`config.mk`:
```
export PLATFORM = sky130hd
export DESIGN_NAME = spi_bridge_top
export DESIGN_NICKNAME = d
export VERILOG_FILES = /design/src/spi_bridge_pkg.sv /design/src/spi_bridge_top.sv /design/src/spi_cmd_fsm.sv /design/src/spi_frontend.sv /design/src/spi_regfile.sv /design/src/spi_shifter.sv
export VERILOG_INCLUDE_DIRS = /design/src /design/src/src
export SDC_FILE = /design/constraint.sdc
export NUM_CORES = 1
export LEC_CHECK = 0
export ABC_AREA = 1
export BUFFER_PORTS_ARGS = -buffer_cell sky130_fd_sc_hd__buf_4
export CAP_MARGIN = 20
export CORE_AREA = 2 2 142 144
export DETAILED_ROUTE_END_ITERATION = 10
export DIE_AREA = 0 0 144 146
export PLACE_DENSITY_LB_ADDON = 0.25
export SETUP_SLACK_MARGIN = 0.3
export SYNTH_ARGS = -nofsm -noshare
export SYNTH_HDL_FRONTEND = slang
export SYNTH_HIERARCHICAL = 1
export SYNTH_SLANG_ARGS = --single-unit
```
`constraint.sdc`:
```
create_clock -name spi_cs_ni -period 3.9 [get_ports spi_cs_ni]
set_clock_uncertainty 0.05 [all_clocks]
set_input_delay 0.195 -clock spi_cs_ni [delete_from_list [all_inputs] [get_ports spi_cs_ni]]
set_output_delay 0.195 -clock spi_cs_ni [all_outputs]
set_load 0.01 [all_outputs]
```
`src/spi_bridge_macros.svh`:
```
// Shared sizing constants for the SPI register bridge.
// Included by the package and by every module that sizes a byte,
// an address or the register array.

`ifndef SPI_BRIDGE_MACROS_SVH
`define SPI_BRIDGE_MACROS_SVH

// Bits per SPI byte.
`define SPI_BYTE_W 8

// Number of registers behind the bridge.
`define SPI_REG_COUNT 16

// Register address width; low bits of the address byte.
`define SPI_ADDR_W 4

// Returned on SDO while the command byte is shifted in.
`define SPI_ID_BYTE 8'hA5

`endif

```
`src/spi_bridge_pkg.sv`:
```
// Types shared by the SPI register bridge.
// Holds the opcode and state enums and the packed structs that
// travel between front end, shifter, FSM and register file.
// Import with a wildcard in the module header.

`default_nettype none

`include "spi_bridge_macros.svh"

package spi_bridge_pkg;

    // Command byte values; anything else is ignored.
    typedef enum logic [`SPI_BYTE_W-1:0] {
        OP_WRITE = 8'h02,
        OP_READ  = 8'h03
    } spi_opcode_e;

    // Transaction FSM states.
    typedef enum logic [2:0] {
        S_IDLE   = 3'd0, // CS high.
        S_CMD    = 3'd1, // Command byte in flight.
        S_ADDR   = 3'd2, // Address byte in flight.
        S_WRITE  = 3'd3, // Data bytes go to registers.
        S_READ   = 3'd4, // Data bytes come from registers.
        S_IGNORE = 3'd5  // Unknown opcode, sink the rest.
    } spi_state_e;

    // Synchronized pin events, one cycle strobes.
    typedef struct packed {
        logic sck_rise;
        logic sck_fall;
        logic cs_fall;
        logic cs_rise;
        logic sdi;      // Level, same delay as the strobes.
    } spi_edges_t;

    // Received byte.
    typedef struct packed {
        logic [`SPI_BYTE_W-1:0] data;
        logic                   valid; // One cycle strobe.
    } spi_rx_t;

    // Register file access.
    typedef struct packed {
        logic                   wr_en;
        logic                   rd_en;
        logic [`SPI_ADDR_W-1:0] addr;
        logic [`SPI_BYTE_W-1:0] wdata;
    } reg_req_t;

endpackage

`default_nettype wire

```
`src/spi_bridge_top.sv`:
```
// Top level of the SPI mode 0 register bridge.
// Pins are sampled in the system clock; SCK must be at most 1/8 of it.
// Front end, shifter, FSM and register file form a chain, and ctrl_o is register 0.

`timescale 1ns/10ps
`default_nettype none

`include "spi_bridge_macros.svh"

module spi_bridge_top
    import spi_bridge_pkg::*;
(
    input  wire logic                   spi_cs_ni,  // System clock.
    input  wire logic                   spi_sck_i,  // Async reset, active high.
    input  wire logic                   cs_n_i,     // SPI chip select, active low.
    input  wire logic                   sclk_i,     // SPI clock.
    input  wire logic                   sdi_i,      // Controller to target.
    output logic                        sdo_o,      // Target to controller.
    output logic [`SPI_BYTE_W-1:0]      ctrl_o,     // Mirror of register 0.
    output logic                        busy_o      // Transaction in progress.
);

    spi_edges_t             edges;
    spi_rx_t                rx;
    reg_req_t               req;
    logic [`SPI_BYTE_W-1:0] tx_byte;
    logic [`SPI_BYTE_W-1:0] rdata;

    spi_frontend u_frontend (
        .spi_cs_ni (spi_cs_ni),
        .spi_sck_i (spi_sck_i),
        .cs_n_i    (cs_n_i),
        .sclk_i    (sclk_i),
        .sdi_i     (sdi_i),
        .edges_o   (edges)
    );

    spi_shifter u_shifter (
        .spi_cs_ni (spi_cs_ni),
        .spi_sck_i (spi_sck_i),
        .edges_i   (edges),
        .tx_byte_i (tx_byte),
        .rx_o      (rx),
        .sdo_o     (sdo_o)
    );

    spi_cmd_fsm u_cmd_fsm (
        .spi_cs_ni (spi_cs_ni),
        .spi_sck_i (spi_sck_i),
        .edges_i   (edges),
        .rx_i      (rx),
        .rdata_i   (rdata),
        .req_o     (req),
        .tx_byte_o (tx_byte),
        .busy_o    (busy_o)
    );

    spi_regfile u_regfile (
        .spi_cs_ni (spi_cs_ni),
        .spi_sck_i (spi_sck_i),
        .req_i     (req),
        .rdata_o   (rdata),
        .ctrl_o    (ctrl_o)
    );

endmodule

`default_nettype wire

```
`src/spi_cmd_fsm.sv`:
```
// Transaction FSM for the SPI register bridge.
// Decodes the command and address bytes, then turns each data byte
// into a register write or read with auto-increment and wrap.
// Read data is prefetched so the next transmit byte is ready one
// cycle after every rx strobe.

`timescale 1ns/10ps
`default_nettype none

`include "spi_bridge_macros.svh"

module spi_cmd_fsm
    import spi_bridge_pkg::*;
(
    input  wire logic                   spi_cs_ni,  // System clock.
    input  wire logic                   spi_sck_i,  // Async reset, active high.
    input  wire spi_edges_t             edges_i,    // Only the CS strobes matter here.
    input  wire spi_rx_t                rx_i,
    input  wire logic [`SPI_BYTE_W-1:0] rdata_i,    // Valid the cycle after rd_en.
    output reg_req_t                    req_o,
    output logic [`SPI_BYTE_W-1:0]      tx_byte_o,
    output logic                        busy_o
);

    spi_state_e             state_q;
    spi_opcode_e            op_q;      // Accepted opcode.
    logic [`SPI_ADDR_W-1:0] addr_q;    // Write target, or next read to prefetch.
    logic [`SPI_BYTE_W-1:0] tx_q;      // ID byte or zero fill.
    logic                   wr_pend_q; // Write strobe, cycle after rx.
    logic [`SPI_BYTE_W-1:0] wdata_q;
    logic                   rd_now;
    logic [`SPI_ADDR_W-1:0] rd_addr;

    // Reads go out in the rx cycle itself; rdata lands in time for the shifter.
    assign rd_now = rx_i.valid &&
                    ((state_q == S_ADDR && op_q == OP_READ) || state_q == S_READ);
    assign rd_addr = (state_q == S_ADDR) ? rx_i.data[`SPI_ADDR_W-1:0] : addr_q;

    assign req_o = '{
        wr_en: wr_pend_q,
        rd_en: rd_now,
        addr:  rd_now ? rd_addr : addr_q,
        wdata: wdata_q
    };

    // Register data while reading; ID or zeros otherwise.
    assign tx_byte_o = (state_q == S_READ) ? rdata_i : tx_q;
    assign busy_o    = (state_q != S_IDLE);

    always_ff @(posedge spi_cs_ni or posedge spi_sck_i) begin
        if (spi_sck_i) begin
            state_q   <= S_IDLE;
            op_q      <= OP_WRITE;
            addr_q    <= '0;
            tx_q      <= `SPI_ID_BYTE; // Ready for the first CS fall.
            wr_pend_q <= 1'b0;
        end else begin
            wr_pend_q <= 1'b0;
            if (edges_i.cs_rise) begin
                state_q <= S_IDLE; // Ends the transaction, even mid-byte.
                tx_q    <= `SPI_ID_BYTE;
            end else begin
                if (wr_pend_q) begin
                    addr_q <= addr_q + 1'b1; // Wraps 15 -> 0.
                end
                case (state_q)
                    S_IDLE: begin
                        if (edges_i.cs_fall) state_q <= S_CMD;
                    end
                    S_CMD: begin
                        if (rx_i.valid) begin
                            tx_q <= '0; // Address phase sends zeros.
                            case (spi_opcode_e'(rx_i.data))
                                OP_WRITE, OP_READ: begin
                                    op_q    <= spi_opcode_e'(rx_i.data);
                                    state_q <= S_ADDR;
                                end
                                default: state_q <= S_IGNORE;
                            endcase
                        end
                    end
                    S_ADDR: begin
                        if (rx_i.valid && op_q == OP_READ) begin
                            state_q <= S_READ;
                            addr_q  <= rx_i.data[`SPI_ADDR_W-1:0] + 1'b1; // Next prefetch.
                        end else if (rx_i.valid) begin
                            state_q <= S_WRITE;
                            addr_q  <= rx_i.data[`SPI_ADDR_W-1:0];
                        end
                    end
                    S_WRITE: begin
                        if (rx_i.valid) wr_pend_q <= 1'b1;
                    end
                    S_READ: begin
                        if (rx_i.valid) addr_q <= addr_q + 1'b1; // Prefetch issued now.
                    end
                    S_IGNORE: begin
                        // Sink bytes until CS rises.
                    end
                    default: state_q <= S_IDLE;
                endcase
            end
        end
    end

    // Data byte held for the write strobe.
    always_ff @(posedge spi_cs_ni) begin
        if (rx_i.valid) wdata_q <= rx_i.data;
    end

    // Bytes only arrive inside a transaction.
    a_rx_in_txn : assert property (
        @(posedge spi_cs_ni) disable iff (spi_sck_i)
        rx_i.valid |-> (state_q != S_IDLE)
    );

endmodule

`default_nettype wire

```
`src/spi_frontend.sv`:
```
// SPI pin front end.
// Brings CS, SCK and SDI into the system clock through two flop
// synchronizers and turns level changes into one cycle strobes.
// A pin change shows up as a strobe three cycles later.

`timescale 1ns/10ps
`default_nettype none

module spi_frontend
    import spi_bridge_pkg::*;
(
    input  wire logic spi_cs_ni,  // System clock.
    input  wire logic spi_sck_i,  // Async reset, active high.
    input  wire logic cs_n_i,     // SPI chip select, active low.
    input  wire logic sclk_i,     // SPI clock.
    input  wire logic sdi_i,      // SPI data in.
    output spi_edges_t edges_o
);

    // Bit positions inside the pin vectors.
    localparam int PIN_CS  = 2;
    localparam int PIN_SCK = 1;
    localparam int PIN_SDI = 0;

    // Idle bus has CS high and SCK low in mode 0.
    localparam logic [2:0] PIN_IDLE = 3'b100;

    logic [2:0] meta_q;  // First sync stage.
    logic [2:0] sync_q;  // Second sync stage.
    logic [2:0] prev_q;  // Last cycle's synchronized pins.

    always_ff @(posedge spi_cs_ni or posedge spi_sck_i) begin
        if (spi_sck_i) begin
            meta_q  <= PIN_IDLE; // Idle levels, so no strobe fires out of reset.
            sync_q  <= PIN_IDLE;
            prev_q  <= PIN_IDLE;
            edges_o <= '0;
        end else begin
            meta_q <= {cs_n_i, sclk_i, sdi_i};
            sync_q <= meta_q;
            prev_q <= sync_q;

            // Registered edge detect.
            edges_o.sck_rise <= sync_q[PIN_SCK] & ~prev_q[PIN_SCK];
            edges_o.sck_fall <= ~sync_q[PIN_SCK] & prev_q[PIN_SCK];
            edges_o.cs_fall  <= ~sync_q[PIN_CS] & prev_q[PIN_CS];
            edges_o.cs_rise  <= sync_q[PIN_CS] & ~prev_q[PIN_CS];
            edges_o.sdi      <= sync_q[PIN_SDI]; // Aligned with sck_rise.
        end
    end

    // SCK levels last four samples or more, which keeps SCK at 1/8 of the clock or slower.
    a_sck_rate : assert property (
        @(posedge spi_cs_ni) disable iff (spi_sck_i)
        (edges_o.sck_rise || edges_o.sck_fall) |->
            !($past(edges_o.sck_rise || edges_o.sck_fall, 1) ||
              $past(edges_o.sck_rise || edges_o.sck_fall, 2) ||
              $past(edges_o.sck_rise || edges_o.sck_fall, 3))
    );

endmodule

`default_nettype wire

```
`src/spi_regfile.sv`:
```
// Register file behind the SPI bridge.
// Sixteen 8-bit registers, cleared by reset, with a synchronous
// write and a registered read. Register 0 drives ctrl_o.

`timescale 1ns/10ps
`default_nettype none

`include "spi_bridge_macros.svh"

module spi_regfile
    import spi_bridge_pkg::*;
(
    input  wire logic                   spi_cs_ni,  // System clock.
    input  wire logic                   spi_sck_i,  // Async reset, active high.
    input  wire reg_req_t               req_i,
    output logic [`SPI_BYTE_W-1:0]      rdata_o,    // Valid the cycle after rd_en.
    output logic [`SPI_BYTE_W-1:0]      ctrl_o
);

    logic [`SPI_BYTE_W-1:0] regs_q [`SPI_REG_COUNT];

    always_ff @(posedge spi_cs_ni or posedge spi_sck_i) begin
        if (spi_sck_i) begin
            for (int i = 0; i < `SPI_REG_COUNT; i++) begin
                regs_q[i] <= '0; // All registers read 0 after reset.
            end
        end else if (req_i.wr_en) begin
            regs_q[req_i.addr] <= req_i.wdata;
        end
    end

    // Read port holds its value between reads.
    always_ff @(posedge spi_cs_ni) begin
        if (req_i.rd_en) rdata_o <= regs_q[req_i.addr];
    end

    assign ctrl_o = regs_q[0];

endmodule

`default_nettype wire

```
`src/spi_shifter.sv`:
```
// SPI mode 0 shift core.
// Samples SDI on each SCK rise into a byte and strobes rx_o.valid
// once eight bits are in. SDO is shifted MSB first on each SCK fall.
// The transmit byte is taken at CS fall and on the cycle after each
// rx_o.valid strobe, then moved out at the next byte boundary.

`timescale 1ns/10ps
`default_nettype none

`include "spi_bridge_macros.svh"

module spi_shifter
    import spi_bridge_pkg::*;
(
    input  wire logic                   spi_cs_ni,  // System clock.
    input  wire logic                   spi_sck_i,  // Async reset, active high.
    input  wire spi_edges_t             edges_i,
    input  wire logic [`SPI_BYTE_W-1:0] tx_byte_i,  // Next byte to send.
    output spi_rx_t                     rx_o,
    output logic                        sdo_o
);

    localparam int CNT_W = $clog2(`SPI_BYTE_W);
    localparam logic [CNT_W-1:0] LAST_BIT = CNT_W'(`SPI_BYTE_W - 1);

    logic                   cs_active; // Between CS fall and CS rise.
    logic [CNT_W-1:0]       bit_cnt;   // Bits received in this byte.
    logic                   rx_valid;
    logic                   ld_next;   // Cycle after rx_valid.
    logic [`SPI_BYTE_W-1:0] rx_sr;     // Receive shifter.
    logic [`SPI_BYTE_W-1:0] tx_sr;     // Transmit shifter, MSB on SDO.
    logic [`SPI_BYTE_W-1:0] tx_next;   // Byte waiting for the boundary.

    always_ff @(posedge spi_cs_ni or posedge spi_sck_i) begin
        if (spi_sck_i) begin
            cs_active <= 1'b0;
            bit_cnt   <= '0;
            rx_valid  <= 1'b0;
            ld_next   <= 1'b0;
            tx_sr     <= '0; // SDO low out of reset.
        end else begin
            rx_valid <= 1'b0;
            ld_next  <= rx_valid;
            if (edges_i.cs_fall) begin
                // New transfer puts the first byte on SDO before the first SCK rise.
                cs_active <= 1'b1;
                bit_cnt   <= '0;
                tx_sr     <= tx_byte_i;
            end else if (edges_i.cs_rise) begin
                cs_active <= 1'b0;
                bit_cnt   <= '0; // Partial byte is dropped.
            end else if (cs_active) begin
                if (edges_i.sck_rise) begin
                    bit_cnt  <= bit_cnt + 1'b1;          // Wraps after the 8th bit.
                    rx_valid <= (bit_cnt == LAST_BIT);
                end
                if (edges_i.sck_fall) begin
                    if (bit_cnt == '0) begin
                        tx_sr <= tx_next;                // Byte boundary.
                    end else begin
                        tx_sr <= {tx_sr[`SPI_BYTE_W-2:0], 1'b0};
                    end
                end
            end
        end
    end

    // Receive shifter and the waiting transmit byte.
    always_ff @(posedge spi_cs_ni) begin
        if (cs_active && edges_i.sck_rise) begin
            rx_sr <= {rx_sr[`SPI_BYTE_W-2:0], edges_i.sdi}; // MSB first.
        end
        if (ld_next) begin
            tx_next <= tx_byte_i; // FSM has answered the last byte by now.
        end
    end

    assign rx_o  = '{data: rx_sr, valid: rx_valid}; // Holds until the next SCK rise.
    assign sdo_o = tx_sr[`SPI_BYTE_W-1];

    // SCK only toggles inside a CS window.
    a_sck_in_cs : assert property (
        @(posedge spi_cs_ni) disable iff (spi_sck_i)
        (edges_i.sck_rise || edges_i.sck_fall) |-> cs_active
    );

endmodule

`default_nettype wire

```
; ---- Yosys cells after proc, flatten, opt, wreduce, memory -nomap -nowiden
; Cells that the tools add are included.
[totals]
out_inout_bits = 10
in_bits = 5
ff_bits = 212
[op_classes]
bitwise_logic = 10
magnitude_cmp = 2
n_eq_ne = 14
n_reduce_logical = 23
n_mux = 42
addsub = 3
[ops]
columns = op, n
row1 = 128-bit bitwise mux, 1
row2 = 8-bit two-way mux, 12
row3 = 8-bit binary-select mux with 4-bit select, 1
row4 = 8-bit demux with 4-bit select, 1
row5 = 3-bit two-way mux, 10
row6 = 8-bit by 2-bit == test with 1-bit output (second input constant), 3
row7 = 4-bit two-way mux, 6
row8 = 3-bit one-hot mux with 4 select lines, 1
row9 = 2-bit nonzero test, 5
row10 = 3-bit == test (second input constant), 3
row11 = 1-bit two-way mux, 9
row12 = 3-bit nonzero test, 3
row13 = 4-bit by 1-bit adder with 4-bit output (second input constant), 2
row14 = 4-bit one-hot mux with 2 select lines, 1
row15 = 4-bit AND reduction, 2
row16 = 3-bit by 2-bit == test with 1-bit output (second input constant), 2
row17 = 3-bit zero test, 2
row18 = 3-bit != test (second input constant), 2
row19 = 5-bit greater-or-equal comparator (second input constant), 1
row20 = 1-bit logical AND, 5
row21 = 5-bit by 1-bit < comparator with 1-bit output (second input constant), 1
row22 = 1-bit inverter, 5
row23 = 4-bit inverter with 5-bit output, 1
row24 = 1-bit bitwise AND, 4
row25 = 9 further kinds, 11

; ---- Longest topological paths before layout
; Gate-level depths: netlist of run 1.
[logic_depth]
depth_word = 11
depth_mapped = 17
ltp_nobuf = 15

; ---- By module
; The synthesis of run 1 kept the hierarchy.
[by_module_without_submodules]
columns = mod, cells_each, area_per_inst_um2, instances
row1 = spi_regfile, 847, 6397.4, 1
row2 = spi_cmd_fsm, 210, 1561.5, 1
row3 = spi_shifter, 123, 1271.2, 1
row4 = spi_frontend, 23, 370.4, 1

; ---- Worst setup path after synthesis of run 1
; No wires, ideal clock.
[synth_path]
kind = flip-flop to flip-flop
from = register u_cmd_fsm.op_q[1]
to = register u_regfile.rdata_o[0] (data pin)
path_slack_ps = 1420
t_arrival_ps = 2179
path_buffers = 2
required_time_ps = 3598
path_stages_with_launch = 16
path_cell_list = dfstp_2 nand2_1 nor2_4 nand3_4 o21ai_0 inv_2 buf_2 buf_2 nand2_1 nand2_1 nand2_1 nand2_1 nand2_1 nand2_1 inv_1 nand2_1
[synth_lines]
columns = item, line_no
row1 = from (decl), spi_cmd_fsm.sv:26  ; spi_opcode_e op_q;
row2 = from (signal assigned), spi_cmd_fsm.sv:75  ; op_q <= spi_opcode_e'(rx_i.data);
row3 = to (signal assigned), spi_regfile.sv:34  ; if (req_i.rd_en) rdata_o <= regs_q[req_i.addr];
row4 = to (decl), spi_regfile.sv:16  ; output logic [`SPI_BYTE_W-1:0] rdata_o,

==> out/qor.yml, run 1 <==
post-route-min-period_ns: 3.15
hpwl_mm: 13.9
timing.setup.critical_path_class: "reg -> reg"
worstRegToRegCells: 9
stdcell_count: 1473
startpoint_type: "flop"
dominantRegCellSynth: "sky130_fd_sc_hd__dfrtp_1"
grt_antenna_before_repair: 0
crit_path_max_incr_delay_ns: 0.72
synth_edf_count: 32
synth_nets: 1214
vias_in_the_first_global_route: 7097
critPathSlowestCell: "sky130_fd_sc_hd__nor2_1"
wl_per_cell_um: 14.8
die_width_um: 144
synthMostInstantiatedCell: "sky130_fd_sc_hd__nand2_1"
worst_pin_slew_ns: 0.903
clock_tree.htree_level_count: 1
finalHoldWorstSlack_ns: 0.294
groute.usage.overall: 0.218
final-setup-viol-count: 0
clock_insertion_delay_worst_skew_ns: 0.50
initial_utilization: 0.497
antenna_diode_count: 0
finalCritPeriodShare: 0.808
critical_path.endpoint_type: "flop"
cts_buffer_depth: 3
holdCritPathClass: "in -> async"
drt_pass1_iterations: 5
boundaryPins: 15
overflow: 0
final-max-slew-violation-count: 0
post_route_cells_drive_above_1_share: 0.0786
timing.fmax_mhz: 317
worst_setup_hold_path_clk_slew_ns: 0.06
cts_root_buf: "sky130_fd_sc_hd__clkbuf_16"
arrival_ns: 3.50
netlist-cell-type-count: 34
crit_path_frequent_cell: "sky130_fd_sc_hd__o21ai_0"
route.vias.total: 7411
cts_buffers: 23
std_cell_rows: 51
power_leakage_nw: 5.31
design.core.area_mm2: 0.0193
clock_sinks: 204
synth_common_cells: "sky130_fd_sc_hd__nand2_1 (539), sky130_fd_sc_hd__dfrtp_1 (167), sky130_fd_sc_hd__nor2_1 (89)"
timing.rr.end: "u_regfile/regs_q[112]$_DFFE_PP0P_"
clock_tree_from_tritoncts: "yes"
overall_die_height_um: 146
grt_first_pass_wirelength_mm: 36.7
grt_max_degree: 68
synth-seq-area-share: 0.549
post-route-drc-count: 0
utilization: 0.546
syn_avg_cell_area_um2: 7.98
instance_area_after_placement_mm2: 0.00979
timing.rr.start: "u_shifter/rx_valid$_DFF_PP0_"
cts_hold_buf: 4
run_status: "completed"
placedCellCount: 1428
max_cap_viol_count: 0
synth-async-reset-ratio: 0.843
power.density_cell_area_mw_per_mm2: 450
worst-path-max-fanout: 16
routed_wl_mm: 21.9
ys_ff_latch: 204
hold_violations: 0
layout.filler_cells: 1785
detail-route-antenna-nets: 0
ys.warnings.count: 6
drt-initial-drc-count: 564
max-slew-margin-rel: 0.396
avgViaCountPerCell: 5.03
design.final.nets: 1203
cts_resized: 0
synthDominantAreaCellType: "sky130_fd_sc_hd__dfrtp_1"
critPathRequiredTime_ns: 4.25
synthesis.instances: 1203
cts_setup_buffers: 0
post_synth_main_area_contributors: "sky130_fd_sc_hd__dfrtp_1 (44%), sky130_fd_sc_hd__nand2_1 (21%), sky130_fd_sc_hd__edfxtp_1 (10%)"
area_growth_syn_to_layout_pct: 10.0
portBuffers: 14
path_cells: "buf_4 -> nand2_2 -> nor2_8 -> nand3_4 -> nand2_1 -> o21ai_0 -> nor2_1 -> nand4_1 -> o21ai_0"
final_design_area_no_fill_mm2: 0.0106
vdd_drop_max_uv: 364
tns_ns: 0
ff2ff_setup_slack_ns: 0.75
netlist_area_mm2: 0.00960
routabilityCongestion: 0.841
grt_setup_unrepaired: "no"
die-area_mm2: 0.0210
synthDominantCellAreaShare: 0.435
-- per-layer routing --
layer	up-vias	wire, um	track usage
met1	3440	10200	0.314
met2	176	10000	0.348
met5	-	0	0
met3	44	985	0.0250
met4	0	659	0.0662
li1	3751	-	-
-- placed cells by master (no fill, tap or decap), types with 6 or more instances in the layout --
cell type | synthesis | layout
sky130_fd_sc_hd__clkbuf_1 | 15 | 8
sky130_fd_sc_hd__nand3_1 | 43 | 43
sky130_fd_sc_hd__inv_1 | 64 | 63
sky130_fd_sc_hd__edfxtp_1 | 32 | 32
sky130_fd_sc_hd__nand2_1 | 539 | 539
sky130_fd_sc_hd__o21ai_0 | 62 | 61
sky130_fd_sc_hd__o21ai_1 | 32 | 32
sky130_fd_sc_hd__nor2_2 | 6 | 6
sky130_fd_sc_hd__dfrtp_1 | 167 | 167
sky130_fd_sc_hd__ha_1 | 6 | 6
sky130_fd_sc_hd__nor2_1 | 89 | 89
sky130_fd_sc_hd__a21oi_1 | 55 | 55
sky130_fd_sc_hd__buf_4 | 12 | 21
sky130_fd_sc_hd__clkbuf_16 | 0 | 23
sky130_fd_sc_hd__inv_2 | 7 | 7
sky130_fd_sc_hd__nand2_2 | 6 | 6
-- flip-flops by register name (all words and copies together), names as in the netlist, 4 cells and up --
register and flops:
u_frontend/edges_o 4, u_regfile/rdata_o 8, u_shifter/tx_next 8, u_regfile/ctrl_o 8, u_shifter/rx_sr 8, u_regfile/regs_q 120
u_cmd_fsm/addr_q 4, u_shifter/tx_sr 8, u_cmd_fsm/wdata_q 8, u_cmd_fsm/op_q 8
-- kinds of logic after synthesis --
family / synth area share
mux: 0.00156
simple gates: 0.295
buf+inv: 0.0643
fa+ha+maj: 0.00782
xor+xnor: 0.00274
flops: 0.549
compound gates: 0.0799
-- worst max path at each step --
stage                                        startpoint                                end  cells after the start
after floorplan           u_cmd_fsm/op_q[1]$_DFFE_PP1P_     u_regfile/rdata_o[0]$_DFFE_PP_                     15
after global placement     u_shifter/rx_valid$_DFF_PP0_  u_regfile/regs_q[115]$_DFFE_PP0P_                      9
after detailed placement   u_shifter/rx_valid$_DFF_PP0_  u_regfile/regs_q[114]$_DFFE_PP0P_                      9
after CTS                  u_shifter/rx_valid$_DFF_PP0_  u_regfile/regs_q[104]$_DFFE_PP0P_                     10
after global routing       u_shifter/rx_valid$_DFF_PP0_  u_regfile/regs_q[116]$_DFFE_PP0P_                      9
final                      u_shifter/rx_valid$_DFF_PP0_  u_regfile/regs_q[112]$_DFFE_PP0P_                      9
-- worst max-delay path, delay by kind of cell (launching register included) --
kind	cells	cell delay, ns
AO/OA/AOI/OAI	2	0.52
buffers and inverters	1	0.22
flip-flops	1	0.32
AND/OR/NAND/NOR	6	1.93
-- area by class of cell --
cell class / count / area, um2 / share of cell area
multi-input combinational: 862 / 3720 / 0.352
tap: 265 / 332 / 0.0314
clock inverter: 5 / 55.1 / 0.00521
inverter: 75 / 290 / 0.0275
sequential: 204 / 5270 / 0.499
clock buffer: 36 / 674 / 0.0638
timing repair buffer: 26 / 218 / 0.0206
-- metrics by stage --
| stage | setup WS [ns] | power, mW |
|---|---|---|
| global placement | 0.854 | 2.71 |
| detailed placement | 0.781 | 2.72 |
| floorplan | 1.42 | 2.60 |
| CTS | 0.789 | 4.80 |
| finish | 0.750 | 4.75 |
| global route | 0.375 | 4.97 |
-- power breakdown --
| part | switching (mW) | leakage, nW | internal (mW) |
|---|---|---|---|
| clock | 0.819 | 0.351 | 1.25 |
| combinational | 0.306 | 2.30 | 0.118 |
| sequential | 0.0462 | 2.66 | 2.22 |
| total | 1.17 | 5.31 | 3.58 |
Power figures use the tool's default switching activity.
==> inputs of run 2 (changes only) <==
==> constraint.sdc (replaced) <==
create_clock -name spi_cs_ni -period 3.1 [get_ports spi_cs_ni]
set_clock_uncertainty 0.05 [all_clocks]
set_input_delay 0.155 -clock spi_cs_ni [delete_from_list [all_inputs] [get_ports spi_cs_ni]]
set_output_delay 0.155 -clock spi_cs_ni [all_outputs]
set_load 0.01 [all_outputs]
==> out/qor.yml, run 2 (synthesis gave the netlist of run 1 again) <==
groute.usage.overall: 0.216
route.vias.total: 7467
leading_cell_type_in_the_layout_fill_and_taps_excluded: "sky130_fd_sc_hd__nand2_1"
die-area_mm2: 0.0210
timing.fmax_mhz: 363
vias_in_the_first_global_route: 7035
hpwl_mm: 14.1
startpoint_type: "flop"
grt_antenna_before_repair: 0
antenna_diode_count: 0
ff2ff_setup_slack_ns: 0.34
wl_per_cell_um: 14.8
post-route-min-period_ns: 2.76
max_cap_viol_count: 0
intPower_mw: 4.51
final_cell_mix: "sky130_fd_sc_hd__nand2_1 (538), sky130_fd_sc_hd__dfrtp_1 (167), sky130_fd_sc_hd__nor2_1 (89)"
routed_wl_mm: 21.9
clock_sinks: 204
overflow: 0
routabilityCongestion: 0.856
design.core.area_mm2: 0.0193
switchingPower_mw: 1.47
worstRegToRegCells: 8
overall_die_height_um: 146
cts_buffers: 22
power.density_cell_area_mw_per_mm2: 563
area_growth_syn_to_layout_pct: 10.7
timing.rr.end: "u_regfile/regs_q[40]$_DFFE_PP0P_"
worst_pin_slew_ns: 0.822
timing.rr.start: "u_cmd_fsm/op_q[1]$_DFFE_PP1P_"
cts_root_buf: "sky130_fd_sc_hd__clkbuf_16"
worst-path-max-fanout: 20
tns_ns: 0
die_width_um: 144
largest_reg_flops: 120
arrival_ns: 3.04
vdd_drop_max_uv: 330
p_seq_frac: 0.476
clock_insertion_delay_worst_skew_ns: 0.50
power_leakage_nw: 5.35
portBuffers: 14
run_status: "completed"
grt_max_degree: 86
clock_tree_from_tritoncts: "yes"
power.clock.fraction: 0.432
post-route-drc-count: 0
power_frac_comb: 0.092
final-max-slew-violation-count: 0
std_cell_rows: 51
drt-initial-drc-count: 610
max-slew-margin-rel: 0.451
boundaryPins: 15
timing.setup.critical_path_class: "reg -> reg"
regMostFlops: "u_regfile/regs_q"
cts_buffer_depth: 3
grt_first_pass_wirelength_mm: 36.3
switching_share: 0.246
finalCritPeriodShare: 0.889
initial_utilization: 0.497
holdCritPathClass: "in -> async"
design.final.nets: 1209
final-setup-viol-count: 0
drt_pass1_iterations: 5
grt_setup_unrepaired: "yes"
worst_setup_hold_path_clk_slew_ns: 0.06
critPathRequiredTime_ns: 3.39
avgViaCountPerCell: 5.05
utilization: 0.550
detail-route-antenna-nets: 0
clock_tree.htree_level_count: 1
critical_path.endpoint_type: "flop"
hold_violations: 0
post_route_cells_drive_above_1_share: 0.0824
## run 2: critical path: stages, from the launching register on
cell,delay [ns]
sky130_fd_sc_hd__dfstp_2,0.52
sky130_fd_sc_hd__nand2_1,0.09
sky130_fd_sc_hd__nor2_4,0.17
sky130_fd_sc_hd__nand3_4,0.16
sky130_fd_sc_hd__mux2_4,0.42
sky130_fd_sc_hd__buf_4,0.27
sky130_fd_sc_hd__nand3_1,0.20
sky130_fd_sc_hd__nor2_2,0.55
sky130_fd_sc_hd__a21oi_1,0.15
## run 2: per-stage QoR
| step | power [mW] | hold WS, ns | cells | setup slack (ns) | instance area, um2 |
|---|---|---|---|---|---|
| 4_1_cts | 6.03 | 0.105 | 1478 | 0.370 | 10600 |
| 3_5_place_dp | 3.43 | 0.0626 | 1435 | 0.367 | 9860 |
| 2_1_floorplan | 3.27 | -0.0202 | 1203 | 0.620 | 9600 |
| 3_3_place_gp | 3.42 | 0.0633 | 1435 | 0.403 | 9860 |
| 6_report | 5.98 | 0.116 | 1478 | 0.343 | 10600 |
| 5_1_grt | 6.25 | 0.114 | 1478 | 0.185 | 10600 |
## run 2: how the worst max path moves through the flow
stage	slack, ns	cells past startpoint	to	startpoint
2_1_floorplan	0.62	15	u_regfile/rdata_o[0]$_DFFE_PP_	u_cmd_fsm/op_q[1]$_DFFE_PP1P_
3_3_place_gp	0.40	8	u_regfile/regs_q[45]$_DFFE_PP0P_	u_cmd_fsm/op_q[1]$_DFFE_PP1P_
3_5_place_dp	0.37	8	u_regfile/regs_q[45]$_DFFE_PP0P_	u_cmd_fsm/op_q[1]$_DFFE_PP1P_
4_1_cts	0.37	8	u_regfile/regs_q[45]$_DFFE_PP0P_	u_cmd_fsm/op_q[1]$_DFFE_PP1P_
5_1_grt	0.18	10	u_regfile/regs_q[72]$_DFFE_PP0P_	u_cmd_fsm/state_q[0]$_DFFE_PP0P_
6_report	0.34	8	u_regfile/regs_q[40]$_DFFE_PP0P_	u_cmd_fsm/op_q[1]$_DFFE_PP1P_
## run 2: power by group through the flow
stage	registers, mW	logic (mW)	clock network (mW)
4_1_cts	2.84	0.545	2.64
3_3_place_gp	2.89	0.532	0
6_report	2.85	0.550	2.58
2_1_floorplan	2.88	0.393	0
5_1_grt	2.85	0.628	2.77
3_5_place_dp	2.89	0.540	0
## run 2: area by class of cell
class	instances	area, um2
inverter	75	290
timing repair buffer	33	287
clock buffer	31	626
sequential	204	5270
tap	265	332
clock inverter	8	86.3
multi-input combinational	862	3740
fill	1794	8710
## run 2: what timing repair did
action	4_1_cts	5_1_grt
resized for setup	0	5
hold endpoints to repair	170	0
hold buffers	4	0
buffers inserted	0	0
endpoints found under the setup margin	0	65
## run 2: routing by layer
| layer | part of all wire | GRT usage |
|---|---|---|
| met2 | 0.46 | 0.340 |
| met4 | 0.016 | 0.0475 |
| met5 | 0 | 0 |
| met3 | 0.042 | 0.0267 |
| met1 | 0.48 | 0.321 |
